--- src/verilog/l1d_config.svh ---
/*
 * L1D front end configuration
 * Cache geometry, word widths and the read client port map
 */
`ifndef L1D_CONFIG_SVH
`define L1D_CONFIG_SVH

// Address and data widths
`define L1D_PADDR_W 32
`define L1D_XLEN_W  32
`define L1D_LINE_W  128

// Geometry
`define L1D_SETS 16
`define L1D_WAYS 2

// Read clients, lowest index has highest priority
`define L1D_RD_PORT_NUM 3
`define L1D_SNOOP_PORT  0
`define L1D_PTW_PORT    1
`define L1D_LOAD_PORT   2

`endif

--- src/verilog/l1d_cache_pkg.sv ---
/*
 * L1D cache-side types
 * Addresses, read/write requests, read responses and lookup status
 */
`include "l1d_config.svh"

package l1d_cache_pkg;

  // Address split: | tag | index | offset |
  localparam int OFFSET_W = $clog2(`L1D_LINE_W / 8);
  localparam int INDEX_W  = $clog2(`L1D_SETS);
  localparam int TAG_W    = `L1D_PADDR_W - INDEX_W - OFFSET_W;

  typedef logic [`L1D_PADDR_W-1:0] paddr_t;
  typedef logic [`L1D_WAYS-1:0]    way_oh_t;
  typedef logic [`L1D_LINE_W-1:0]  line_t;

  typedef enum logic [1:0] {
    STATUS_NONE     = 2'd0,
    STATUS_HIT      = 2'd1,
    STATUS_MISS     = 2'd2,
    STATUS_CONFLICT = 2'd3
  } status_e;

  // s0 read request from one client
  typedef struct packed {
    logic   valid;
    paddr_t paddr;
  } rd_req_t;

  // s1 read response to one client
  typedef struct packed {
    status_e status;
    way_oh_t hit_way;
    line_t   line;
  } rd_resp_t;

  // Line write, refill sets line_valid and invalidate clears it
  typedef struct packed {
    paddr_t  paddr;
    way_oh_t way;
    line_t   data;
    logic    line_valid;
  } wr_req_t;

endpackage

--- src/verilog/l1d_rd_arbiter.sv ---
/*
 * L1D read and write port arbiter
 * Fixed-priority grant of one read per cycle with s1 response steering,
 * and selection of the single array write between invalidate and refill
 */
`timescale 1ns/1ps
`include "l1d_config.svh"

module l1d_rd_arbiter (
  input  logic                     i_clk,
  input  logic                     i_reset_n,
  input  l1d_cache_pkg::rd_req_t   i_rd_req [`L1D_RD_PORT_NUM],
  output l1d_cache_pkg::rd_resp_t  o_rd_resp [`L1D_RD_PORT_NUM],
  output l1d_cache_pkg::rd_req_t   o_arr_req,
  input  logic                     i_arr_hit,
  input  l1d_cache_pkg::way_oh_t   i_arr_way,
  input  l1d_cache_pkg::line_t     i_arr_line,
  input  logic                     i_inval_valid,
  input  l1d_cache_pkg::wr_req_t   i_inval,
  input  logic                     i_refill_valid,
  input  l1d_cache_pkg::wr_req_t   i_refill,
  output logic                     o_refill_ready,
  output logic                     o_arr_wr_valid,
  output l1d_cache_pkg::wr_req_t   o_arr_wr
);

  logic [`L1D_RD_PORT_NUM-1:0] w_req_valid;
  logic [`L1D_RD_PORT_NUM-1:0] w_grant;
  logic [`L1D_RD_PORT_NUM-1:0] r_grant;
  logic [`L1D_RD_PORT_NUM-1:0] r_req;

  // ----------------------------------------
  // s0 grant
  // ----------------------------------------
  always_comb begin
    for (int p = 0; p < `L1D_RD_PORT_NUM; p++) begin
      w_req_valid[p] = i_rd_req[p].valid;
    end
  end

  // Isolate the lowest set bit
  assign w_grant = w_req_valid & (~w_req_valid + 1'b1);

  always_comb begin
    o_arr_req = '0;
    for (int p = 0; p < `L1D_RD_PORT_NUM; p++) begin
      if (w_grant[p]) begin
        o_arr_req = i_rd_req[p];
      end
    end
  end

  always_ff @(posedge i_clk or negedge i_reset_n) begin
    if (!i_reset_n) begin
      r_grant <= '0;
      r_req   <= '0;
    end else begin
      r_grant <= w_grant;
      r_req   <= w_req_valid;
    end
  end

  // ----------------------------------------
  // s1 response steering
  // ----------------------------------------
  always_comb begin
    for (int p = 0; p < `L1D_RD_PORT_NUM; p++) begin
      o_rd_resp[p].hit_way = i_arr_way;
      o_rd_resp[p].line    = i_arr_line;
      if (r_grant[p]) begin
        o_rd_resp[p].status = i_arr_hit ? l1d_cache_pkg::STATUS_HIT
                                        : l1d_cache_pkg::STATUS_MISS;
      end else if (r_req[p]) begin
        o_rd_resp[p].status = l1d_cache_pkg::STATUS_CONFLICT;
      end else begin
        o_rd_resp[p].status = l1d_cache_pkg::STATUS_NONE;
      end
    end
  end

  // Invalidate owns the write port, refill waits
  assign o_refill_ready = ~i_inval_valid;
  assign o_arr_wr_valid = i_inval_valid | i_refill_valid;
  assign o_arr_wr       = i_inval_valid ? i_inval : i_refill;

  // At most one winner, and only among last cycle's requesters
  a_grant_onehot: assert property (@(posedge i_clk) disable iff (!i_reset_n)
    $onehot0(r_grant) && ((r_grant & ~r_req) == '0));

endmodule

--- config.mk ---
export PLATFORM = sky130hd
export DESIGN_NAME = l1d_rd_arbiter
export DESIGN_NICKNAME = d
export VERILOG_FILES = /design/src/verilog/l1d_cache_pkg.sv /design/src/verilog/l1d_rd_arbiter.sv
export VERILOG_INCLUDE_DIRS = /design/src /design/src/verilog
export SDC_FILE = /design/constraint.sdc
export NUM_CORES = 1
export LEC_CHECK = 0
export BUFFER_PORTS_ARGS = -buffer_cell sky130_fd_sc_hd__buf_2
export CORE_AREA = 4 4 451 453
export CTS_BUF_LIST = sky130_fd_sc_hd__clkbuf_8
export DETAILED_ROUTE_END_ITERATION = 8
export DIE_AREA = 0 0 455 457
export GPL_TIMING_DRIVEN = 0
export SYNTH_ARGS = -nofsm -noshare
export SYNTH_HDL_FRONTEND = slang
export SYNTH_SLANG_ARGS = --single-unit
--- constraint.sdc ---
create_clock -name i_clk -period 1 [get_ports i_clk]
set_clock_uncertainty 0.15 [all_clocks]
set_input_delay 0.1 -clock i_clk [delete_from_list [all_inputs] [get_ports i_clk]]
set_output_delay 0.1 -clock i_clk [all_outputs]
set_load 0.02 [all_outputs]
==> metrics.yaml, run 1 <==
cellLeakagePower_nw: 9.050
place_area_sq_um: 14620
cp_top_family: "flip-flops"
die_x_um: 455
grt_pass1_wl_um: 153500
nets: 2377
cts_tree: "done"
hold_path_class: "in -> async"
routedLengthMet1_um: 44880
cts.htree.levels: 1
rsz0062_at_grt: "yes"
critical_path.max_stage_delay_ps: 400
yosysTopAreaCellShare_pct: 49.00
ir_worst_vdd_mv: 0.2887
area_growth_pct: 212.7
synth-compound-area-share_pct: 5.486
failed_checks: "setup timing"
drt_iter0_drc: 507
synth_most_common_cell: "buf_4"
slew_headroom_pct: 81.96
grt_max_degree: 11
clock-root-buffer: "clkbuf_8"
fillerInstances: 23110
finalPower_mw: 11.34
setup_ws_ps: -333.1
initial_core_util_pct: 3.022
slew_viol_final: 0
clk_pin_slew_ps: 30
cts_buffers: 3
placed_cells: 4415
track_usage_pct: 12.41
clock_path_buffers: 2
crit_start: "r_grant[2]$_DFF_PN0_"
top_layer: "met5"
dr_wl_met2_um: 64870
syn-num-nets: 1297
timing_worst_setup_path_type: "reg -> out"
post-route-util_pct: 9.450
dr.pass1.iters: 5
drc: 0
maxCapViolCount: 0
grt_pass1_vias: 9099
synth_xor_area_share_pct: 0
synth-adder-area-share_pct: 0
arrival_ps: 1080
cp-end-kind: "output port"
run_status: "complete, but fails checks"
synth_simple_gate_area_share_pct: 8.250
syn_inst: 737
synth_ff_type: "dfrtp_1"
critical_path_depth: 2
portBuffers: 1022
synth-seq-area-share_pct: 2.078
die_y_um: 457
ios: 1154
num_rows: 164
cellPowerDensity_nw_per_um2: 602.1
synth_area_per_cell_sq_um: 8.169
synth_top_family_by_area: "buffers and inverters"
crit_path_top_delay_cell: "dfrtp_1"
path_max_fanout: 3
finalWorstPathRequiredPeriod_ps: 1333
syn-cell-area_sq_um: 6021
synth_cell_types: 18
synth_common_cells: "buf_4, mux2_2, a21oi_1, nor2b_1, nand3b_1"
via_per_inst: 2.281
tightest_slew_ps: 270.0
setup.worst_path.end: "o_rd_resp[130]"
gp_congestion: 0.9410
cp_data_required_time_ps: 750
dr_wl_met3_um: 24870
finalHoldViolations: 0
routed_wl_um: 138500
antenna_left: 0
final_area_sq_um: 18830
holdWs_ps: 161.7
path_cells: "mux2_4 > buf_8"
fin_crit_sh_pct: 133.3
antenna_found_initial: 178
dp_hpwl_um: 129200
ys_seq_elements: 5
core-area_sq_um: 199200
wl_per_cell_um: 30.69
final_cells: 4512
synthTopCellsByArea: "buf_4, mux2_2, a21oi_1"
fmax_ghz: 0.7502
path_buf_inv: 1
yosys_warnings: 0
yosysTopAreaCell: "buf_4"
drive_gt1_share_pct: 95.65
grt.overflow.total: 0
synth_edf_count: 0
setup_viol: 192
ys_async_sr_fraction_pct: 100.0
cts_sinks: 5
startpoint_type: "flop"
dieArea_sq_um: 207900
vias: 10290
muxShareOfSynthArea_pct: 30.67
layer usage:
metal / track usage, % / up-vias
met1: 12.50 / 4628
met3: 8.906 / 285
met4: 1.289 / 62
li1: - / 4278
met2: 21.40 / 1038
met5: 0 / -
repair_timing:
action	CTS	global route
endpoints found under the setup margin	205	199
cloned	25	6
hold endpoints to repair	8	0
setup buffers	34	9
gates resized for setup	710	233
hold buffers	4	0
pin swaps	24	53
layout by cell type (no fill, tap or decap), types with 29 or more instances in the layout:
| cell | instances |
|---|---|
| nor2b_1 | 29 |
| buf_2 | 820 |
| buf_6 | 117 |
| buf_4 | 397 |
| a21oi_4 | 34 |
| nand3b_1 | 32 |
| mux2_4 | 162 |
| diode_2 | 40 |
| buf_8 | 84 |
| buf_12 | 58 |
worst min path at each step:
stage                 startpoint              endpoint  slack, ps  cells after the start
floorplan              i_reset_n  r_grant[1]$_DFF_PN0_       -350                      0
global placement       i_reset_n    r_req[2]$_DFF_PN0_       -230                      1
detailed placement     i_reset_n  r_grant[2]$_DFF_PN0_       -230                      1
CTS                 i_rd_req[98]  r_grant[1]$_DFF_PN0_        150                      3
global route        i_rd_req[98]  r_grant[1]$_DFF_PN0_        190                      3
finish                 i_reset_n  r_grant[1]$_DFF_PN0_        160                      2
cell families after synthesis:
| logic type | count (synthesis) |
|---|---|
| compound gates | 66 |
| simple gates | 74 |
| buf+inv | 428 |
| mux | 164 |
| flops | 5 |
per-stage QoR:
| step | TNS [ps] | worst slack (ps) |
|---|---|---|
| after global placement | -89550 | -815.8 |
| after global routing | -33170 | -364.4 |
| final | -29670 | -333.1 |
| after floorplan | -1944 | -15.94 |
| after detailed placement | -90180 | -820.6 |
| after CTS | -42350 | -331.9 |
power breakdown:
group          switching [mW]  leakage [nW]  internal (mW)
clock                  0.0919        0.0271          0.262
sequential            0.00893        0.0613          0.214
combinational            5.54          8.96           5.22
final cells by class:
type / instances / area (sq um) / share of cell area, %
clock inverter: 1 / 3.754 / 0.01994
antenna: 40 / 100.1 / 0.5316
buffer: 418 / 3435 / 18.24
multi-input combinational: 304 / 3850 / 20.45
sequential: 5 / 125.1 / 0.6645
tap: 2656 / 3323 / 17.65
clock buffer: 3 / 41.29 / 0.2193
inverter: 2 / 7.507 / 0.03987
timing repair buffer: 1083 / 7943 / 42.18
state kept, by name, indices dropped and copies added, names as in the netlist:
signal,cells
r_grant,2
r_req,3
No activity file was read; power rests on OpenSTA's default activity.
==> inputs of run 2 (changes only) <==
- CORE_AREA: 4 4 451 453 -> 4 4 449 451
- DIE_AREA: 0 0 455 457 -> 0 0 453 455
- clock period: 1 -> 1.7 ns (I/O delays scaled with it)
==> run 2 against run 1 <==
The run now ends clean. Largest cell class unchanged. Clock power is 39% lower. Critical endpoint is now o_arr_req[22]. Cell count is 1.8% lower. Non-clock buffer count is 45 lower.
==> metrics.yaml, run 2 (same netlist as run 1, synthesis figures left out) <==
finalWorstPathRequiredPeriod_ps: 1629
grt_pass1_vias: 8769
tightest_slew_ps: 593.8
cellLeakagePower_nw: 7.180
dp_hpwl_um: 126200
num_rows: 163
antenna_left: 0
pre_cts_ws_ps: -1250
ios: 1154
post-route-util_pct: 7.557
holdWs_ps: 18.75
dr.pass1.iters: 5
routed_wl_um: 131300
clockPowerShare_pct: 4.0
cts.htree.levels: 1
combPwrFrac_pct: 93.5
die_x_um: 453
arrival_ps: 1310
die_y_um: 455
ir_worst_vdd_mv: 0.1642
vias: 9874
setup_viol: 0
layout_commonest_cell: "buf_2"
fin_crit_sh_pct: 95.82
timing_worst_setup_path_type: "in -> out"
largest-register: "r_req"
critical_path.max_stage_delay_ps: 240
p_sw_mw: 3.143
grt_pass1_wl_um: 145100
p_seq_share_pct: 2.4
wl_per_cell_um: 29.64
p_int_mw: 2.257
track_usage_pct: 11.80
place_area_sq_um: 14440
setup_ws_ps: 71.00
via_per_inst: 2.229
layout_common_cells: "buf_2, buf_4, mux2_2, a21oi_1, nor2b_1"
cp_data_required_time_ps: 1380
grt.overflow.total: 0
cts_buffers: 3
portBuffers: 1022
dieArea_sq_um: 206100
startpoint_type: "input port"
clock_path_buffers: 2
cellPowerDensity_nw_per_um2: 362.4
final_area_sq_um: 14900
hold_end: "r_req[0]$_DFF_PN0_"
largest_reg_flops: 3
path_max_fanout: 10
area_growth_pct: 147.5
drc: 0
holdPathStages: 1
crit_top_cell: "buf_6"
core-area_sq_um: 197200
cp-end-kind: "output port"
p_sw_share_pct: 58.20
cts_tree: "done"
initial_core_util_pct: 3.053
path_cells: "buf_2 > buf_6 > buf_4 > nand3b_1 > a21oi_2 > buf_6"
nets: 2332
hold_path_class: "in -> reg"
antenna_found_initial: 134
clock-root-buffer: "clkbuf_8"
grt_max_degree: 11
drive_gt1_share_pct: 91.93
finalHoldViolations: 0
clk_pin_slew_ps: 30
min_from: "i_rd_req[98]"
cts_sinks: 5
crit_path_top_delay_cell: "buf_4"
slew_headroom_pct: 60.33
slew_viol_final: 0
largest_registers: "r_req x3, r_grant x2"
fmax_ghz: 0.6139
maxCapViolCount: 0
drt_iter0_drc: 602
run_status: "complete, no violations"
gp_congestion: 0.9747
[run 2: cell count changes in the layout (fill, tap and decap cells not counted), moves of 18 or more]
cell / previous run / this run
buf_2: 820 / 1001
buf_6: 117 / 26
buf_12: 58 / 5
buf_8: 84 / 4
a21oi_4: 34 / 1
a21oi_1: 5 / 56
mux2_2: 2 / 164
diode_2: 40 / 18
a21oi_2: 26 / 8
mux2_4: 162 / 0
[run 2: cell type report]
| class | instances | area, sq um |
|---|---|---|
| antenna | 18 | 45.04 |
| buffer | 426 | 3369 |
| clock buffer | 3 | 41.29 |
| clock inverter | 1 | 3.754 |
| fill | 23350 | 182300 |
| inverter | 2 | 7.507 |
| multi-input combinational | 304 | 2715 |
| sequential | 5 | 125.1 |
| tap | 2640 | 3303 |
| timing repair buffer | 1030 | 5293 |
[run 2: critical path, delay by kind of cell]
family / cells / cell delay [ps]
buf+inv: 4 / 730
compound gates: 1 / 210
simple gates: 1 / 140
[run 2: how the worst max path moves through the flow]
stage / startpoint / end / slack [ps] / cells after the start
CTS: i_rd_req[32] / o_arr_req[16] / 4 / 6
global route: i_rd_req[32] / o_arr_req[23] / -2 / 6
floorplan: i_rd_req[98] / o_arr_req[3] / 470 / 4
detailed placement: i_rd_req[65] / o_arr_req[13] / -1250 / 6
global placement: i_rd_req[65] / o_arr_req[13] / -1260 / 6
finish: i_rd_req[32] / o_arr_req[22] / 70 / 6
[run 2: per-layer routing]
metal | wire length (um) | GRT usage [%]
met1 | 43580 | 12.21
met4 | 2678 | 1.363
met5 | 290 | 0.4366
met3 | 16160 | 5.407
met2 | 68580 | 22.24
[run 2: per-stage QoR]
step / std cells / power, mW / setup TNS (ps)
2_1_floorplan: 737 / 2.609 / 0
3_3_place_gp: 4399 / 5.234 / -26910
3_5_place_dp: 4399 / 5.235 / -26520
4_1_cts: 4411 / 5.594 / 0
5_1_grt: 4417 / 5.711 / -2.833
6_report: 4429 / 5.400 / 0
[run 2: what timing repair did]
action / in CTS / in global routing
hold buffers: 3 / 0
setup buffers: 5 / 0
endpoints found under the setup margin: 37 / 2
gates resized for setup: 85 / 2
pin swaps: 2 / 0
hold endpoints to repair: 7 / 0
[run 2: power by group through the flow]
stage / logic, mW / clock network (mW) / registers [mW]
after floorplan: 2.48 / 0 / 0.129
after global placement: 5.10 / 0 / 0.134
after detailed placement: 5.10 / 0 / 0.133
after CTS: 5.24 / 0.220 / 0.132
after global routing: 5.34 / 0.235 / 0.133
final: 5.05 / 0.217 / 0.132
