File: config.mk
export PLATFORM = sky130hd
export DESIGN_NAME = l1d_ptw_access
export DESIGN_NICKNAME = d
export VERILOG_FILES = /design/src/verilog/l1d_cache_pkg.sv /design/src/verilog/l1d_snoop_pkg.sv /design/src/verilog/l1d_ptw_access.sv
export VERILOG_INCLUDE_DIRS = /design/src /design/src/verilog
export SDC_FILE = /design/constraint.sdc
export NUM_CORES = 1
export LEC_CHECK = 0
export BUFFER_PORTS_ARGS = -buffer_cell sky130_fd_sc_hd__buf_4
export CAP_MARGIN = 15
export CORE_AREA = 4 4 89 91
export CTS_CLUSTER_SIZE = 12
export DETAILED_ROUTE_END_ITERATION = 8
export DIE_AREA = 0 0 93 95
export HOLD_SLACK_MARGIN = 0.1
export PLACE_DENSITY = 0.62
export SYNTH_ARGS = -nofsm -noshare
export SYNTH_HDL_FRONTEND = slang
export SYNTH_SLANG_ARGS = --single-unit
File: constraint.sdc
create_clock -name i_clk -period 1.3 [get_ports i_clk]
set_clock_uncertainty 0.1 [all_clocks]
set_input_delay 0 -clock i_clk [delete_from_list [all_inputs] [get_ports i_clk]]
set_output_delay 0 -clock i_clk [all_outputs]
set_load 0.02 [all_outputs]
File: src/verilog/l1d_config.svh
/*
 * L1D front end configuration
 * Cache geometry, word widths and the read client port map
 */
`ifndef L1D_CONFIG_SVH
`define L1D_CONFIG_SVH

// Address and data widths
`define L1D_PADDR_W 32
`define L1D_XLEN_W  32
`define L1D_LINE_W  128

// Geometry
`define L1D_SETS 16
`define L1D_WAYS 2

// Read clients, lowest index has highest priority
`define L1D_RD_PORT_NUM 3
`define L1D_SNOOP_PORT  0
`define L1D_PTW_PORT    1
`define L1D_LOAD_PORT   2

`endif

File: src/verilog/l1d_cache_pkg.sv
/*
 * L1D cache-side types
 * Addresses, read/write requests, read responses and lookup status
 */
`include "l1d_config.svh"

package l1d_cache_pkg;

  // Address split: | tag | index | offset |
  localparam int OFFSET_W = $clog2(`L1D_LINE_W / 8);
  localparam int INDEX_W  = $clog2(`L1D_SETS);
  localparam int TAG_W    = `L1D_PADDR_W - INDEX_W - OFFSET_W;

  typedef logic [`L1D_PADDR_W-1:0] paddr_t;
  typedef logic [`L1D_WAYS-1:0]    way_oh_t;
  typedef logic [`L1D_LINE_W-1:0]  line_t;

  typedef enum logic [1:0] {
    STATUS_NONE     = 2'd0,
    STATUS_HIT      = 2'd1,
    STATUS_MISS     = 2'd2,
    STATUS_CONFLICT = 2'd3
  } status_e;

  // s0 read request from one client
  typedef struct packed {
    logic   valid;
    paddr_t paddr;
  } rd_req_t;

  // s1 read response to one client
  typedef struct packed {
    status_e status;
    way_oh_t hit_way;
    line_t   line;
  } rd_resp_t;

  // Line write, refill sets line_valid and invalidate clears it
  typedef struct packed {
    paddr_t  paddr;
    way_oh_t way;
    line_t   data;
    logic    line_valid;
  } wr_req_t;

endpackage

File: src/verilog/l1d_snoop_pkg.sv
/*
 * L1D external client types
 * Snoop commands and the snoop and page-table-walker port structs
 */
`include "l1d_config.svh"

package l1d_snoop_pkg;

  // One byte enable bit per line byte
  localparam int LINE_BE_W = `L1D_LINE_W / 8;

  typedef enum logic [1:0] {
    SNOOP_READ    = 2'd0,
    SNOOP_INVALID = 2'd1
  } snoop_cmd_e;

  typedef struct packed {
    logic                  valid;
    snoop_cmd_e            cmd;
    l1d_cache_pkg::paddr_t  paddr;
    l1d_cache_pkg::way_oh_t way;
  } snoop_req_t;

  typedef struct packed {
    logic                   valid;
    l1d_cache_pkg::status_e status;
    l1d_cache_pkg::way_oh_t way;
    logic [LINE_BE_W-1:0]   be;
    l1d_cache_pkg::line_t   line;
  } snoop_resp_t;

  // Walker access, one word back per request
  typedef struct packed {
    logic                  valid;
    l1d_cache_pkg::paddr_t paddr;
  } ptw_req_t;

  typedef struct packed {
    logic                   valid;
    l1d_cache_pkg::status_e status;
    logic [`L1D_XLEN_W-1:0] word;
  } ptw_resp_t;

endpackage

File: src/verilog/l1d_ptw_access.sv
/*
 * L1D walker access adapter
 * Issues walker reads on its port and returns one word of the line
 */
`timescale 1ns/1ps
`include "l1d_config.svh"

module l1d_ptw_access (
  input  logic                      i_clk,
  input  logic                      i_reset_n,
  input  l1d_snoop_pkg::ptw_req_t   i_ptw_req,
  output l1d_snoop_pkg::ptw_resp_t  o_ptw_resp,
  output l1d_cache_pkg::rd_req_t    o_rd_req,
  input  l1d_cache_pkg::rd_resp_t   i_rd_resp
);

  // Word index within the line, paddr[3:2] for this geometry
  localparam int SEL_W   = $clog2(`L1D_LINE_W / `L1D_XLEN_W);
  localparam int SEL_LSB = $clog2(`L1D_XLEN_W / 8);

  logic             r_resp_valid;
  logic [SEL_W-1:0] r_word_sel;

  assign o_rd_req.valid = i_ptw_req.valid;
  assign o_rd_req.paddr = i_ptw_req.paddr;

  always_ff @(posedge i_clk or negedge i_reset_n) begin
    if (!i_reset_n) begin
      r_resp_valid <= 1'b0;
    end else begin
      r_resp_valid <= i_ptw_req.valid;
    end
  end

  always_ff @(posedge i_clk) begin
    r_word_sel <= i_ptw_req.paddr[SEL_LSB +: SEL_W];
  end

  // s1 result
  assign o_ptw_resp.valid  = r_resp_valid;
  assign o_ptw_resp.status = i_rd_resp.status;
  assign o_ptw_resp.word   = i_rd_resp.line[r_word_sel * `L1D_XLEN_W +: `L1D_XLEN_W];

endmodule

==> results.py, run 1 <==
metrics = {
    "die": {
        "io_pins": 235,
        "dieHeight_um": 95,
        "die_w_um": 93,
        "fp.coreArea_um2": 7140,
        "rows": 31,
        "initial_core_util_pct": 16.1,
        "die_area_um2": 8840,
    },
    "sta": {
        "worst_pin_slew_ps": 244,
        "hold_viol": 0,
        "fin_crit_ps": 1580,
        "maxSlewViolCount": 0,
        "fmax_ghz": 0.633,
        "fin_setup_tns_ps": -8070,
        "fin_ws_ps": -281,
        "period_share_pct": 122,
        "finalSetupViolCount": 32,
        "rsz0062_at_grt": "yes",
        "relSlewSlack_pct": 83.7,
    },
    "pwr": {
        "p_int_uw": 1000,
        "swShare_pct": 33.4,
        "comb_power_share_pct": 74.7,
        "p_seq_share_pct": 7.1,
        "leakage_uw": 0.00131,
        "ir_drop_mv": 0.551,
        "p_total_uw": 1500,
        "clkPwrFrac_pct": 18.2,
        "p_per_area_nw_per_um2": 536,
        "p_sw_uw": 501,
    },
    "min_path": {
        "hold_end": "o_ptw_resp[28]",
        "worstHoldPathType": "input port to primary output",
        "worstHoldStart": "i_rd_resp[28]",
        "hold_path_depth": 3,
    },
    "finish": {
        "final_area_um2": 2800,
        "area_growth_pct": 144,
        "antenna_cells": 0,
        "fin_nets": 420,
        "final_util_pct": 39.3,
        "drive_gt1_share_pct": 84.1,
    },
    "clock_network": {
        "htreeDepth": 1,
        "cts_tree": "built",
        "cts_setup_buffers": 0,
        "clkSlewWorstSetupHoldPaths_ps": 30,
        "clockBufferDepth": 2,
        "cts_buffers": 3,
        "clock-sinks": 3,
        "root_buffer": "clkbuf_8",
    },
    "yosys": {
        "synthTopCellsByArea": "mux4_2 (59%), buf_4 (24%), buf_12 (5.2%), mux4_1 (4.6%), dfxtp_1 (3.5%)",
        "syn_area_um2": 1150,
        "synth_area_leader_cell": "mux4_2",
        "syn_avg_cell_area_um2": 14.7,
        "syn_nets": 245,
        "synth_top_area_share_pct": 58.8,
        "synth-seq-area-share_pct": 5.66,
        "yosysUniqueCellTypes": 8,
        "ys_ff_latch": 3,
        "netlist_instances": 78,
        "yosysWarnings": 0,
    },
    "setup_path": {
        "path_class": "register to primary output",
        "crit_fanout": 6,
        "cpMaxStageDelayCell": "mux4_2",
        "crit_arrival_ps": 1480,
        "endpoint_kind": "primary output",
        "start_kind": "register",
        "worstPathRequired_ps": 1200,
        "cp_cell_sequence": "buf_6 > mux4_2 > buf_4",
        "slowest_delay_ps": 510,
    },
    "global_routing": {
        "grt_util_all_layers_pct": 11.8,
        "grt_overflow": 0,
        "grt_pass1_vias": 1652,
        "grt_max_degree": 18,
        "antenna_found_initial": 0,
        "grt_pass1_wl_um": 8170,
    },
    "route": {
        "drcViolationCount": 0,
        "dr.pass1.iters": 3,
        "dr_total_vias": 1434,
        "routed_wl_um": 5970,
        "avgRoutedWirePerCell_um": 17.0,
        "ant_nets": 0,
        "vias_per_cell": 4.09,
        "drtIter0Drc": 15,
    },
    "outcome": {
        "outcome": "finished, violations left",
        "violations": "negative setup slack",
    },
    "placed_design": {
        "io_buffers": 168,
        "hpwl_um": 4720,
        "gp_congestion": 0.688,
        "dpl_cell_area_um2": 2260,
    },
    "flow_run": {
        "drv_cap": 0,
    },
}
-- metal layers --
layer	up-vias	track usage [%]	share of wire, %
li1	634	-	-
met1	660	10.8	30
met2	138	24.7	56
met3	2	5.02	14
met4	0	0.733	0.067
met5	-	0	0
-- worst max-delay path: cells and delay by family, from the launching register on --
kind,cells,cell delay (ps)
buf+inv,2,340
flops,1,410
mux,1,510
-- cell families (layout without fill, tap and decap cells) --
logic type,after synthesis,count (layout),synth area share [%]
buffers and inverters,43,217,31.0
DFF,3,3,5.66
muxes,32,32,63.3
-- worst max path at each step --
stage,cells past startpoint,startpoint,to
4_1_cts,3,r_word_sel[0],o_ptw_resp[18]
3_3_place_gp,3,r_word_sel[0],o_ptw_resp[6]
2_1_floorplan,3,r_word_sel[0],o_ptw_resp[10]
6_report,3,r_word_sel[0],o_ptw_resp[19]
5_1_grt,3,r_word_sel[0],o_ptw_resp[19]
3_5_place_dp,3,r_word_sel[0],o_ptw_resp[6]
-- stage by stage --
step	cells	hold slack, ps	setup WS [ps]
final	351	310	-281
after global routing	351	317	-327
after CTS	351	313	-303
after detailed placement	309	-320	-77.0
after global placement	309	-323	-70.3
after floorplan	78	-396	52.7
-- power groups by stage --
stage | clock network [µW] | logic (µW) | registers (µW)
floorplan | 0 | 545 | 102
finish | 274 | 1120 | 106
global placement | 0 | 878 | 105
detailed placement | 0 | 883 | 105
CTS | 283 | 1130 | 107
global route | 292 | 1180 | 107
-- synth_stat cells --
| library cell | count |
|---|---|
| buf_12 | 3 |
| buf_6 | 1 |
| buf_2 | 3 |
| buf_4 | 36 |
| mux4_2 | 30 |
| dfrtp_1 | 1 |
| dfxtp_1 | 2 |
| mux4_1 | 2 |
-- flip-flops by register name, indices dropped and copies added (netlist names) --
signal,cells
r_resp_valid,1
r_word_sel,2
-- layout make-up --
| cell class | count | area [µm²] |
|---|---|---|
| Clock buffer | 4 | 45.0 |
| Fill cell | 698 | 4330 |
| Multi-Input combinational cell | 32 | 721 |
| Sequential cell | 3 | 68.8 |
| Tap cell | 99 | 124 |
| Timing Repair Buffer | 213 | 1850 |
-- cells in the final DEF, fill, tap and decap left out --
cell type	n
clkbuf_8	3
buf_4	145
mux4_2	32
buf_12	2
dfxtp_1	1
clkbuf_1	1
dfrtp_1	1
buf_6	27
dfxtp_4	1
buf_8	1
buf_16	1
dlygate4sd3_1	37
-- timing repair --
action	CTS	global route
cloned	1	0
endpoints found under the setup margin	32	32
endpoints found under the hold margin	36	0
resized for setup	33	0
hold buffers	37	0
No activity file was read; power rests on OpenSTA's default activity.
==> inputs of run 2 (changes only) <==
--- a/config.mk
+++ b/config.mk
@@ -15,4 +15,5 @@
 export HOLD_SLACK_MARGIN = 0.1
 export PLACE_DENSITY = 0.62
+export REMOVE_ABC_BUFFERS = 1
 export SYNTH_ARGS = -nofsm -noshare
 export SYNTH_HDL_FRONTEND = slang
--- a/constraint.sdc
+++ b/constraint.sdc
@@ -3,3 +3,3 @@
 set_input_delay 0 -clock i_clk [delete_from_list [all_inputs] [get_ports i_clk]]
 set_output_delay 0 -clock i_clk [all_outputs]
-set_load 0.02 [all_outputs]
+set_load 0.05 [all_outputs]
==> run 2 against run 1 <==
  * Routed wire length rose by 48%
  * Critical path type unchanged
  * Via count grew 3.8%
  * Combinational power is 43% higher
  * Sequential share of layout area down 0.090 points
  * Global-route usage up 7.0 points
  * Total power up 32%
  * Cell count rose by 0.57%
  * Fmax is 3.0% lower
  * Largest power group unchanged
  * Clock power is essentially flat
  * Critical path depth up 1
  * Final area up 3.8%
  * The run still ends with negative setup slack left
  * Sequential power down 4%
==> results.py, run 2 (synthesized netlist as in run 1, its figures left out) <==
metrics = {
    "route": {
        "routed_wl_um": 8830,
        "drtIter0Drc": 42,
        "dr.pass1.iters": 4,
        "ant_nets": 0,
        "drcViolationCount": 0,
        "avgRoutedWirePerCell_um": 25.0,
        "vias_per_cell": 4.22,
        "dr_total_vias": 1489,
    },
    "placed_design": {
        "dpl_cell_area_um2": 2240,
        "io_buffers": 168,
        "gp_congestion": 0.933,
    },
    "setup_path": {
        "cpMaxStageDelayCell": "mux4_2",
        "crit_fanout": 5,
        "path_delay_family": "multiplexers",
        "path_buf_inv": 3,
        "cp_cell_sequence": "buf_6 > buf_16 > mux4_2 > buf_8",
        "endpoint_kind": "primary output",
        "path_class": "register to primary output",
        "slowest_delay_ps": 520,
        "crit_arrival_ps": 1530,
        "start_kind": "register",
        "worstPathRequired_ps": 1200,
    },
    "finish": {
        "top_register": "r_word_sel",
        "drive_gt1_share_pct": 84.3,
        "area_growth_pct": 153,
        "fin_nets": 422,
        "reg.largest.list": "r_word_sel (2), r_resp_valid (1)",
        "largest_register_ffs": 2,
        "final_cell_mix": "buf_4 (137), dlygate4sd3_1 (37), mux4_2 (32)",
        "final_area_um2": 2910,
        "antenna_cells": 0,
        "layout_commonest_cell": "buf_4",
    },
    "global_routing": {
        "grt_util_all_layers_pct": 18.8,
        "antenna_found_initial": 0,
        "grt_pass1_wl_um": 12100,
        "grt_pass1_vias": 1763,
        "grt_max_degree": 33,
        "grt_overflow": 0,
    },
    "clock_network": {
        "root_buffer": "clkbuf_8",
        "htreeDepth": 1,
        "clockBufferDepth": 2,
        "cts_tree": "built",
        "cts_buffers": 3,
        "clock-sinks": 3,
        "clkSlewWorstSetupHoldPaths_ps": 30,
    },
    "die": {
        "initial_core_util_pct": 16.1,
        "die_w_um": 93,
        "io_pins": 235,
        "fp.coreArea_um2": 7140,
        "die_area_um2": 8840,
        "rows": 31,
        "dieHeight_um": 95,
    },
    "outcome": {
        "violations": "negative setup slack",
        "outcome": "finished, violations left",
    },
    "pwr": {
        "p_per_area_nw_per_um2": 681,
        "leakage_uw": 0.00135,
        "ir_drop_mv": 0.526,
    },
    "sta": {
        "period_share_pct": 125,
        "fin_ws_ps": -329,
        "worst_pin_slew_ps": 598,
        "hold-worst-slack_ps": 337,
        "relSlewSlack_pct": 60.0,
        "fin_crit_ps": 1630,
        "rsz0062_at_grt": "yes",
        "fmax_ghz": 0.614,
        "maxSlewViolCount": 0,
        "hold_viol": 0,
        "finalSetupViolCount": 32,
    },
    "min_path": {
        "worstHoldPathType": "input port to register",
    },
    "flow_run": {
        "drv_cap": 0,
    },
}
run 2: cell types whose count changed in the layout (fill, tap and decap cells not counted):
| cell | delta |
|---|---|
| buf_4 | -8 |
| buf_8 | +4 |
| buf_6 | +3 |
| buf_16 | +1 |
| clkbuf_16 | +1 |
| buf_12 | +1 |
run 2: power by group:
part	leakage (µW)	switching [µW]	internal, µW	total [µW]
Clock	0.0000228	67.2	210	277
Sequential	0.0000289	4.34	97.3	102
Combinational	0.00130	859	744	1600
Total	0.00135	930	1050	1980
run 2: repair_timing:
item,in CTS,in global routing
hold buffers,37,0
cloned,3,1
pin swaps,0,0
gates resized for setup,43,3
setup endpoints to repair,32,32
buffers inserted,5,0
hold endpoints to repair,36,0
run 2: path summary, 6_finish.rpt:
check / from / slack, ps / end / depth (start not counted)
min: i_ptw_req[3] / 340 / r_word_sel[1] / 2
min in group asynchronous: i_reset_n / 520 / r_resp_valid / 3
max in group asynchronous: i_reset_n / 480 / r_resp_valid / 3
max: r_word_sel[0] / -330 / o_ptw_resp[31] / 4
run 2: through the flow:
| stage | utilization [%] | total power, µW | instances | setup slack (ps) | TNS, ps |
|---|---|---|---|---|---|
| after floorplan | - | 707 | 35 | -1180 | -33500 |
| after global placement | 31.4 | 1240 | 305 | -131 | -2060 |
| after detailed placement | 31.4 | 1260 | 305 | -153 | -2710 |
| after CTS | 40.7 | 1990 | 353 | -342 | -10230 |
| after global routing | 40.8 | 2060 | 353 | -381 | -11260 |
| final | 40.8 | 1980 | 353 | -329 | -9420 |
run 2: final cells by class:
type	instances	area, µm²
multi-input combinational	32	721
timing repair buffer	215	1950
tap	99	124
sequential	3	68.8
clock buffer	4	45.0
fill	737	4230
run 2: layer usage:
metal,share of wire [%],GRT usage [%],wire (µm),vias to the layer above
li1,-,-,-,642
met1,38,23.5,3340,752
met2,53,32.6,4710,91
met3,8.2,5.90,724,4
met4,0.65,2.81,57,0
met5,0,0,0,-
